<file path="config.mk">
export PLATFORM = sky130hd
export DESIGN_NAME = fp16_alu
export DESIGN_NICKNAME = d
export VERILOG_FILES = /design/src/verilog/fp16_alu_pkg.sv /design/src/verilog/fp_operand_if.sv /design/src/verilog/fp_operand_decode.sv /design/src/verilog/fp_mul_execute.sv /design/src/verilog/fp_compare_execute.sv /design/src/verilog/fp_result_stage.sv /design/src/verilog/fp16_alu.sv
export SDC_FILE = /design/constraint.sdc
export NUM_CORES = 1
export LEC_CHECK = 0
export ABC_CLOCK_PERIOD_IN_PS = 9390
export BUFFER_PORTS_ARGS = -buffer_cell sky130_fd_sc_hd__buf_2
export CAP_MARGIN = 0
export CORE_ASPECT_RATIO = 0.75
export CORE_UTILIZATION = 58
export DETAILED_ROUTE_END_ITERATION = 7
export PLACE_DENSITY = 0.79
export SETUP_SLACK_MARGIN = 0.02
export SYNTH_ARGS = -nofsm -noshare
export SYNTH_HDL_FRONTEND = slang
export SYNTH_HIERARCHICAL = 1
export SYNTH_SLANG_ARGS = --single-unit
</file>
<file path="constraint.sdc">
create_clock -name clk -period 9.39 [get_ports clk]
set_input_delay 0.4695 -clock clk [delete_from_list [all_inputs] [get_ports clk]]
set_output_delay 0.4695 -clock clk [all_outputs]
set_load 0.05 [all_outputs]
</file>
<file path="src/verilog/fp16_alu_pkg.sv">
// ========================================
// FP16/BF16 ALU shared definitions
// Format constants, special encodings and field types
// ========================================

`default_nettype none

package fp16_alu_pkg;

    // ========================================
    // Field types
    // ========================================

    // Raw 16-bit word in either format
    typedef logic [15:0] fp_word_t;

    // Exponent widened to 8 bits for both formats
    typedef logic [7:0] exp_t;

    // Implicit bit plus 10 fraction bits, BF16 left aligned
    typedef logic [10:0] man_t;

    // ========================================
    // Format constants
    // ========================================
    localparam exp_t FP16_BIAS    = 8'd15;
    localparam exp_t BF16_BIAS    = 8'd127;

    // All-ones exponent marks Inf or NaN
    localparam exp_t FP16_EXP_MAX = 8'd31;
    localparam exp_t BF16_EXP_MAX = 8'd255;

    // Canonical quiet NaNs
    localparam fp_word_t FP16_QNAN = 16'h7E00;
    localparam fp_word_t BF16_QNAN = 16'h7FC0;

    // Positive infinities, set bit 15 for the negative one
    localparam fp_word_t FP16_PINF = 16'h7C00;
    localparam fp_word_t BF16_PINF = 16'h7F80;

endpackage

`default_nettype wire

</file>
<file path="src/verilog/fp_operand_if.sv">
// ========================================
// Decoded operand bundle
// Carries one unpacked operand to the execute units
// ========================================

`timescale 1ns/1ns
`default_nettype none

interface fp_operand_if;
    import fp16_alu_pkg::*;

    logic     sign;
    // Widened exponent and significand
    exp_t     exp;
    man_t     man;
    // Classification flags
    logic     is_nan;
    logic     is_inf;
    logic     is_zero;
    // Original word, used for magnitude compare and pass-through
    fp_word_t raw;

    // Decoder side
    modport source (output sign, exp, man, is_nan, is_inf, is_zero, raw);

    // Execute side
    modport sink (input sign, exp, man, is_nan, is_inf, is_zero, raw);

endinterface

`default_nettype wire

</file>
<file path="src/verilog/fp_operand_decode.sv">
// ========================================
// Operand decoder
// Unpacks and classifies one FP16 or BF16 word
// ========================================

`timescale 1ns/1ns
`default_nettype none

module fp_operand_decode (
    input  logic                   is_bf16,
    input  fp16_alu_pkg::fp_word_t word,
    fp_operand_if.source           op
);
    import fp16_alu_pkg::*;

    exp_t exp_w;
    exp_t exp_max;
    // Fraction bits padded to 10 bits
    logic [9:0] frac_w;
    logic       frac_nz;
    logic       exp_nz;

    // Field positions by format
    // FP16 is 1/5/10, BF16 is 1/8/7
    always_comb begin
        if (is_bf16) begin
            exp_w   = word[14:7];
            frac_w  = {word[6:0], 3'b000};
            exp_max = BF16_EXP_MAX;
        end else begin
            exp_w   = {3'b000, word[14:10]};
            frac_w  = word[9:0];
            exp_max = FP16_EXP_MAX;
        end
    end

    assign frac_nz = |frac_w;
    assign exp_nz  = |exp_w;

    assign op.sign = word[15];
    assign op.exp  = exp_w;
    // Implicit one only for normal numbers
    assign op.man  = {exp_nz, frac_w};
    assign op.raw  = word;

    // Classification
    assign op.is_nan  = (exp_w == exp_max) && frac_nz;
    assign op.is_inf  = (exp_w == exp_max) && !frac_nz;
    assign op.is_zero = !exp_nz && !frac_nz;

endmodule

`default_nettype wire

</file>
<file path="src/verilog/fp_mul_execute.sv">
// ========================================
// FP16/BF16 multiplier
// Significand product, RNE rounding and packing
// Subnormal results flush to signed zero
// ========================================

`timescale 1ns/1ns
`default_nettype none

module fp_mul_execute (
    input  logic                    is_bf16,
    fp_operand_if.sink              opa,
    fp_operand_if.sink              opb,
    output fp16_alu_pkg::fp_word_t  mul_result
);
    import fp16_alu_pkg::*;

    exp_t        bias;
    exp_t        exp_max;
    fp_word_t    qnan;
    fp_word_t    pinf;
    logic        prod_sign;
    logic [21:0] prod;
    logic [21:0] norm;
    logic        norm_up;
    logic        below_one;
    logic        sticky16;
    logic        sticky_bf;
    logic        round16;
    logic        round_bf;
    logic [11:0] sig16;
    logic [8:0]  sig_bf;
    logic        carry;
    logic [10:0] exp_res;

    assign bias      = is_bf16 ? BF16_BIAS : FP16_BIAS;
    assign exp_max   = is_bf16 ? BF16_EXP_MAX : FP16_EXP_MAX;
    assign qnan      = is_bf16 ? BF16_QNAN : FP16_QNAN;
    assign pinf      = is_bf16 ? BF16_PINF : FP16_PINF;
    assign prod_sign = opa.sign ^ opb.sign;

    // ========================================
    // Product and normalisation
    // ========================================

    // 1.10 x 1.10 gives 2.20, bit 20 weighs 1.0
    assign prod      = {11'd0, opa.man} * {11'd0, opb.man};
    assign norm_up   = prod[21];
    assign below_one = !prod[21] && !prod[20];
    // Product at least two, shift right by one
    assign norm      = norm_up ? {1'b0, prod[21:1]} : prod;

    // ========================================
    // Round to nearest even
    // ========================================

    // FP16 keeps norm[19:10], guard at bit 9
    // Bit shifted out by normalisation joins sticky
    assign sticky16 = (|norm[8:0]) | (norm_up & prod[0]);
    assign round16  = norm[9] & (sticky16 | norm[10]);
    assign sig16    = {1'b0, norm[20:10]} + {11'd0, round16};

    // BF16 keeps norm[19:13], guard at bit 12
    assign sticky_bf = (|norm[11:0]) | (norm_up & prod[0]);
    assign round_bf  = norm[12] & (sticky_bf | norm[13]);
    assign sig_bf    = {1'b0, norm[20:13]} + {8'd0, round_bf};

    // Rounding carry leaves the fraction bits all zero
    assign carry = is_bf16 ? sig_bf[8] : sig16[11];

    // Biased exponent, bit 10 set means negative
    assign exp_res = {3'b000, opa.exp} + {3'b000, opb.exp} - {3'b000, bias}
                   + {10'd0, norm_up} + {10'd0, carry};

    // ========================================
    // Special cases and packing
    // ========================================
    always_comb begin
        if (opa.is_nan || opb.is_nan ||
            (opa.is_inf && opb.is_zero) || (opb.is_inf && opa.is_zero)) begin
            mul_result = qnan;
        end else if (opa.is_inf || opb.is_inf) begin
            mul_result = {prod_sign, pinf[14:0]};
        end else if (opa.is_zero || opb.is_zero || below_one ||
                     exp_res[10] || (exp_res == 11'd0)) begin
            // Zero operand or underflow
            mul_result = {prod_sign, 15'd0};
        end else if (exp_res >= {3'b000, exp_max}) begin
            // Overflow to signed infinity
            mul_result = {prod_sign, pinf[14:0]};
        end else if (is_bf16) begin
            mul_result = {prod_sign, exp_res[7:0], sig_bf[6:0]};
        end else begin
            mul_result = {prod_sign, exp_res[4:0], sig16[9:0]};
        end
    end

endmodule

`default_nettype wire

</file>
<file path="src/verilog/fp_compare_execute.sv">
// ========================================
// Compare, min/max and abs unit
// Ordered compare with NaN propagation
// ========================================

`timescale 1ns/1ns
`default_nettype none

module fp_compare_execute (
    fp_operand_if.sink              opa,
    fp_operand_if.sink              opb,
    input  logic                    is_bf16,
    output fp16_alu_pkg::fp_word_t  min_result,
    output fp16_alu_pkg::fp_word_t  max_result,
    output fp16_alu_pkg::fp_word_t  abs_result,
    output logic                    a_lt_b,
    output logic                    a_gt_b
);
    import fp16_alu_pkg::*;

    fp_word_t    qnan;
    logic        any_nan;
    logic [14:0] mag_a;
    logic [14:0] mag_b;

    assign qnan    = is_bf16 ? BF16_QNAN : FP16_QNAN;
    assign any_nan = opa.is_nan || opb.is_nan;
    // Sign-magnitude ordering works for both formats
    assign mag_a   = opa.raw[14:0];
    assign mag_b   = opb.raw[14:0];

    // Ordered compare
    always_comb begin
        if (any_nan || (opa.is_zero && opb.is_zero)) begin
            // Unordered, or +0 equal to -0
            a_lt_b = 1'b0;
            a_gt_b = 1'b0;
        end else if (opa.sign != opb.sign) begin
            // Negative side is smaller
            a_lt_b = opa.sign;
            a_gt_b = opb.sign;
        end else if (opa.sign) begin
            // Both negative, order reversed
            a_lt_b = mag_a > mag_b;
            a_gt_b = mag_a < mag_b;
        end else begin
            a_lt_b = mag_a < mag_b;
            a_gt_b = mag_a > mag_b;
        end
    end

    // NaN on either side propagates
    assign min_result = any_nan ? qnan : (a_lt_b ? opa.raw : opb.raw);
    assign max_result = any_nan ? qnan : (a_gt_b ? opa.raw : opb.raw);
    assign abs_result = {1'b0, mag_a};

endmodule

`default_nettype wire

</file>
<file path="src/verilog/fp_result_stage.sv">
// ========================================
// Result select and output register
// One cycle from operands to outputs
// ========================================

`timescale 1ns/1ns
`default_nettype none

module fp_result_stage (
    input  logic                    clk,
    input  logic                    rst_n,
    input  logic                    op_mul,
    input  logic                    op_min,
    input  logic                    op_max,
    input  logic                    op_abs,
    input  logic                    op_cmp_lt,
    input  logic                    op_cmp_gt,
    input  fp16_alu_pkg::fp_word_t  mul_result,
    input  fp16_alu_pkg::fp_word_t  min_result,
    input  fp16_alu_pkg::fp_word_t  max_result,
    input  fp16_alu_pkg::fp_word_t  abs_result,
    input  logic                    a_lt_b,
    input  logic                    a_gt_b,
    input  logic                    nan_a,
    input  logic                    nan_b,
    output fp16_alu_pkg::fp_word_t  result,
    output logic                    cmp_out,
    output logic                    is_nan_a,
    output logic                    is_nan_b
);
    import fp16_alu_pkg::*;

    fp_word_t result_d;
    logic     cmp_d;

    // Priority mul, min, max, abs, else zero
    always_comb begin
        if (op_mul) begin
            result_d = mul_result;
        end else if (op_min) begin
            result_d = min_result;
        end else if (op_max) begin
            result_d = max_result;
        end else if (op_abs) begin
            result_d = abs_result;
        end else begin
            result_d = '0;
        end
    end

    // Less-than wins over greater-than
    assign cmp_d = op_cmp_lt ? a_lt_b : (op_cmp_gt ? a_gt_b : 1'b0);

    // Output register
    always_ff @(posedge clk) begin
        if (!rst_n) begin
            result   <= '0;
            cmp_out  <= 1'b0;
            is_nan_a <= 1'b0;
            is_nan_b <= 1'b0;
        end else begin
            result   <= result_d;
            cmp_out  <= cmp_d;
            // NaN flags follow the operands regardless of selects
            is_nan_a <= nan_a;
            is_nan_b <= nan_b;
        end
    end

endmodule

`default_nettype wire

</file>
<file path="src/verilog/fp16_alu.sv">
// ========================================
// Registered FP16/BF16 ALU
// Decode, multiply, compare and output stage
// ========================================

`timescale 1ns/1ns
`default_nettype none

module fp16_alu (
    input  logic                    clk,
    input  logic                    rst_n,
    // Format select, high for BF16
    input  logic                    is_bf16,
    input  fp16_alu_pkg::fp_word_t  a,
    input  fp16_alu_pkg::fp_word_t  b,
    // One-hot operation selects
    input  logic                    op_mul,
    input  logic                    op_min,
    input  logic                    op_max,
    input  logic                    op_abs,
    input  logic                    op_cmp_lt,
    input  logic                    op_cmp_gt,
    output fp16_alu_pkg::fp_word_t  result,
    output logic                    is_nan_a,
    output logic                    is_nan_b,
    output logic                    cmp_out
);
    import fp16_alu_pkg::*;

    fp_word_t mul_result;
    fp_word_t min_result;
    fp_word_t max_result;
    fp_word_t abs_result;
    logic     a_lt_b;
    logic     a_gt_b;

    // ========================================
    // Operand decode
    // ========================================
    fp_operand_if opa ();
    fp_operand_if opb ();

    fp_operand_decode u_dec_a (.is_bf16(is_bf16), .word(a), .op(opa));
    fp_operand_decode u_dec_b (.is_bf16(is_bf16), .word(b), .op(opb));

    // ========================================
    // Execute units
    // ========================================
    fp_mul_execute u_mul (
        .is_bf16    (is_bf16),
        .opa        (opa),
        .opb        (opb),
        .mul_result (mul_result)
    );

    fp_compare_execute u_cmp (
        .opa        (opa),
        .opb        (opb),
        .is_bf16    (is_bf16),
        .min_result (min_result),
        .max_result (max_result),
        .abs_result (abs_result),
        .a_lt_b     (a_lt_b),
        .a_gt_b     (a_gt_b)
    );

    // Select and register
    fp_result_stage u_res (
        .clk        (clk),
        .rst_n      (rst_n),
        .op_mul     (op_mul),
        .op_min     (op_min),
        .op_max     (op_max),
        .op_abs     (op_abs),
        .op_cmp_lt  (op_cmp_lt),
        .op_cmp_gt  (op_cmp_gt),
        .mul_result (mul_result),
        .min_result (min_result),
        .max_result (max_result),
        .abs_result (abs_result),
        .a_lt_b     (a_lt_b),
        .a_gt_b     (a_gt_b),
        .nan_a      (opa.is_nan),
        .nan_b      (opb.is_nan),
        .result     (result),
        .cmp_out    (cmp_out),
        .is_nan_a   (is_nan_a),
        .is_nan_b   (is_nan_b)
    );

endmodule

`default_nettype wire

</file>
==> impl_metrics.yaml <==
critical_path:
  timing.critical_path.fanout_max: 6
  critPathSlowestCell: "sky130_fd_sc_hd__fa_1"
  cp-start-kind: "primary input"
  crit_path_max_incr_delay_ns: 0.53
  arrival_ns: 9.41
  most_common_cell_on_crit_path: "sky130_fd_sc_hd__fa_1"
  worstSetupStartpoint: "is_bf16"
  timing.critical_path.to: "u_res/result[8]"
  timing.setup.critical_path_class: "primary input to flop"
  critPathCaptureType: "flop"
  worst-endpoint-required_ns: 9.58
timing:
  grt_setup_unrepaired: "yes"
  setup_total_negative_slack_ns: 0
  timing.final.ws_setup_ns: 0.161
  relSlewSlack_pct: 38.2
  timing_worst_slew_pin_value_ns: 0.924
  timing.fmax_ghz: 0.108
  finalHoldViolCount: 0
  finalSetupViolCount: 0
  count_of_pins_over_their_slew_limit: 0
  fin_worst_hold_slack_ns: 0.551
  final.period_utilization_pct: 98.3
  post-route-min-period_ns: 9.23
placed_design:
  port_buffers: 59
  gp_routability_congestion: 0.966
  detailedPlace.worstSlack_ns: -0.298
  dpl_cell_area_sq_mm: 0.0106
  place_hpwl_um: 24000
floorplanning:
  die_height_um: 114
  coreArea_sq_mm: 0.0162
  row_count: 40
  starting_density_pct: 59.8
  overall_die_area_sq_mm: 0.0172
  floorplan.die.width_um: 151
  floorplan.io_pins: 60
logic_synthesis:
  ys.flop_type: "sky130_fd_sc_hd__dfxtp_1"
  synth_async_sr_flop_share_pct: 0
  yosysUniqueCellTypes: 107
  synth_seq_cells: 19
  synth_warnings: 6
  synth_largest_type_area_fraction_pct: 17.6
  syn-cell-area_sq_mm: 0.00967
  yosysTopAreaCell: "sky130_fd_sc_hd__fa_1"
  postSynthAreaPerCell_sq_um: 7.88
  syn_inst: 1226
  post-synth-top-count-cell: "sky130_fd_sc_hd__inv_1"
  synth_nets: 1445
  ys_seq_area_share_pct: 3.94
  synth_commonest_cells: "sky130_fd_sc_hd__inv_1, sky130_fd_sc_hd__nand2_1, sky130_fd_sc_hd__ha_1"
  synth.area.top_cells: "sky130_fd_sc_hd__fa_1, sky130_fd_sc_hd__ha_1, sky130_fd_sc_hd__inv_1, sky130_fd_sc_hd__and2_1, sky130_fd_sc_hd__buf_4"
  number_of_enable_flip_flop_cells_after_synthesis: 0
global_routing:
  grt_max_degree: 33
  grt.met2_usage_pct: 51.2
  grt-busiest-layer: "met1"
  total_routing_usage_gr_pct: 35.0
  met1_usage_pct: 51.9
  grt_pass1_vias: 8819
  m3_gr_usage_pct: 7.64
  first_pass_grt_wire_length_um: 46800
  grt_remaining_overflow: 0
  antenna_found_initial: 0
clock_network:
  clkSinkCount: 19
  clock_tree.htree_level_count: 1
  cts-hold-fix-buffers: 0
  clock_tree.buffer_depth: 2
  cts_tree: "built"
  clock-root-buffer: "sky130_fd_sc_hd__clkbuf_16"
  reg_clk_slew_reported_paths_ns: 0.07
  inserted_clock_buffers: 3
min_path:
  worstHoldPathType: "primary input to flop"
  worst_hold_startpoint: "op_cmp_lt"
route:
  route.vias.total: 9325
  avgRoutedWirePerCell_um: 19.7
  drtIter0Drc: 1189
  final_antenna_net_count: 0
  drt_pre_antenna_iters: 5
  post-route-drc-count: 0
  routed_wl_um: 29700
  vias_per_cell: 6.20
cells_and_area:
  drive_gt1_share_pct: 25.7
  fillers: 1311
  finish.instance_area_sq_mm: 0.0109
  synthesis_to_finish_area_growth_pct: 13.0
  diodes: 0
  fin_nets: 1513
job:
  cap_viol_max_count: 0
status:
  run_status: "completed"
-- what timing repair did --
action / CTS / global route
gates resized for setup: 2 / 53
hold endpoints to repair: 0 / 0
gates cloned: 0 / 1
pin swaps: 0 / 19
setup endpoints to repair: 3 / 15
buffers inserted: 0 / 5
-- worst min path at each step --
stage / slack (ns) / endpoint / cells past startpoint
2_1_floorplan: 0.69 / u_res/cmp_out / 3
3_3_place_gp: 0.80 / u_res/cmp_out / 4
3_5_place_dp: 0.81 / u_res/cmp_out / 4
4_1_cts: 0.54 / u_res/cmp_out / 4
5_1_grt: 0.56 / u_res/cmp_out / 4
6_report: 0.55 / u_res/cmp_out / 4
-- per-layer routing --
layer	vias up	part of all wire, %
met2	531	42
met3	61	11
met1	4446	45
met5	-	0
met4	0	2.4
li1	4287	-
-- flip-flops by register name (all words and copies together) (netlist names) --
register / cells
u_res/cmp_out: 1
u_res/is_nan_a: 1
u_res/result: 16
u_res/is_nan_b: 1
-- per-stage QoR --
step                std cells  util, %
floorplan                1226        -
CTS                      1497     65.9
finish                   1503     67.6
detailed placement       1493     65.4
global placement         1493     65.4
global route             1503     67.6
-- layout by cell type, fill, tap and decap left out, drive strengths merged, types with 6 or more instances in the layout --
master	Yosys	routed
a211o	6	6
mux2i	12	12
fa	85	85
inv	167	167
ha	93	93
buf	81	182
nor3	14	14
xor2	16	16
a221oi	16	16
mux2	19	19
o211ai	26	26
and2	84	84
or2	11	12
nand2	105	105
nor2	48	48
o21a	8	8
nand4	8	8
and3	9	9
nand3	44	44
o31ai	23	23
or3	9	9
o21ai	60	60
nand2b	7	7
dfxtp	19	19
a21oi	53	53
a31oi	8	8
xnor2	21	21
a211oi	22	22
nor4	16	16
nor2b	24	24
or3b	7	7
-- cell families (layout without fill, tap and decap cells) --
family          after synthesis  in the layout  synth area share [%]
flops                        19             19                  3.94
fa+ha+maj                   178            178                  29.6
buf+inv                     289            355                  14.3
compound gates              272            272                  22.3
other cells                   1              1                0.0388
xor+xnor                     37             37                  3.55
mux                          31             31                  3.53
simple gates                399            400                  22.7
-- area by class of cell --
class	count	area, sq um	area share, %
multi-input combinational	919	8320	76.2
tap	210	263	2.41
inverter	169	641	5.86
sequential	19	380	3.48
clock buffer	4	78.8	0.722
timing repair buffer	182	1240	11.4
-- critical path, delay by kind of cell --
kind                       cells  cell delay [ns]
adders and majority gates     10             3.64
AOI/OAI and AO/OA             14             2.45
and+or+nand+nor                8             1.60
muxes                          2             0.58
buffers and inverters          4             0.50
xor gates and xnor gates       1             0.16
Power is not shown: default switching activity piles up to over one toggle a cycle in this logic, so the estimate is an artifact.
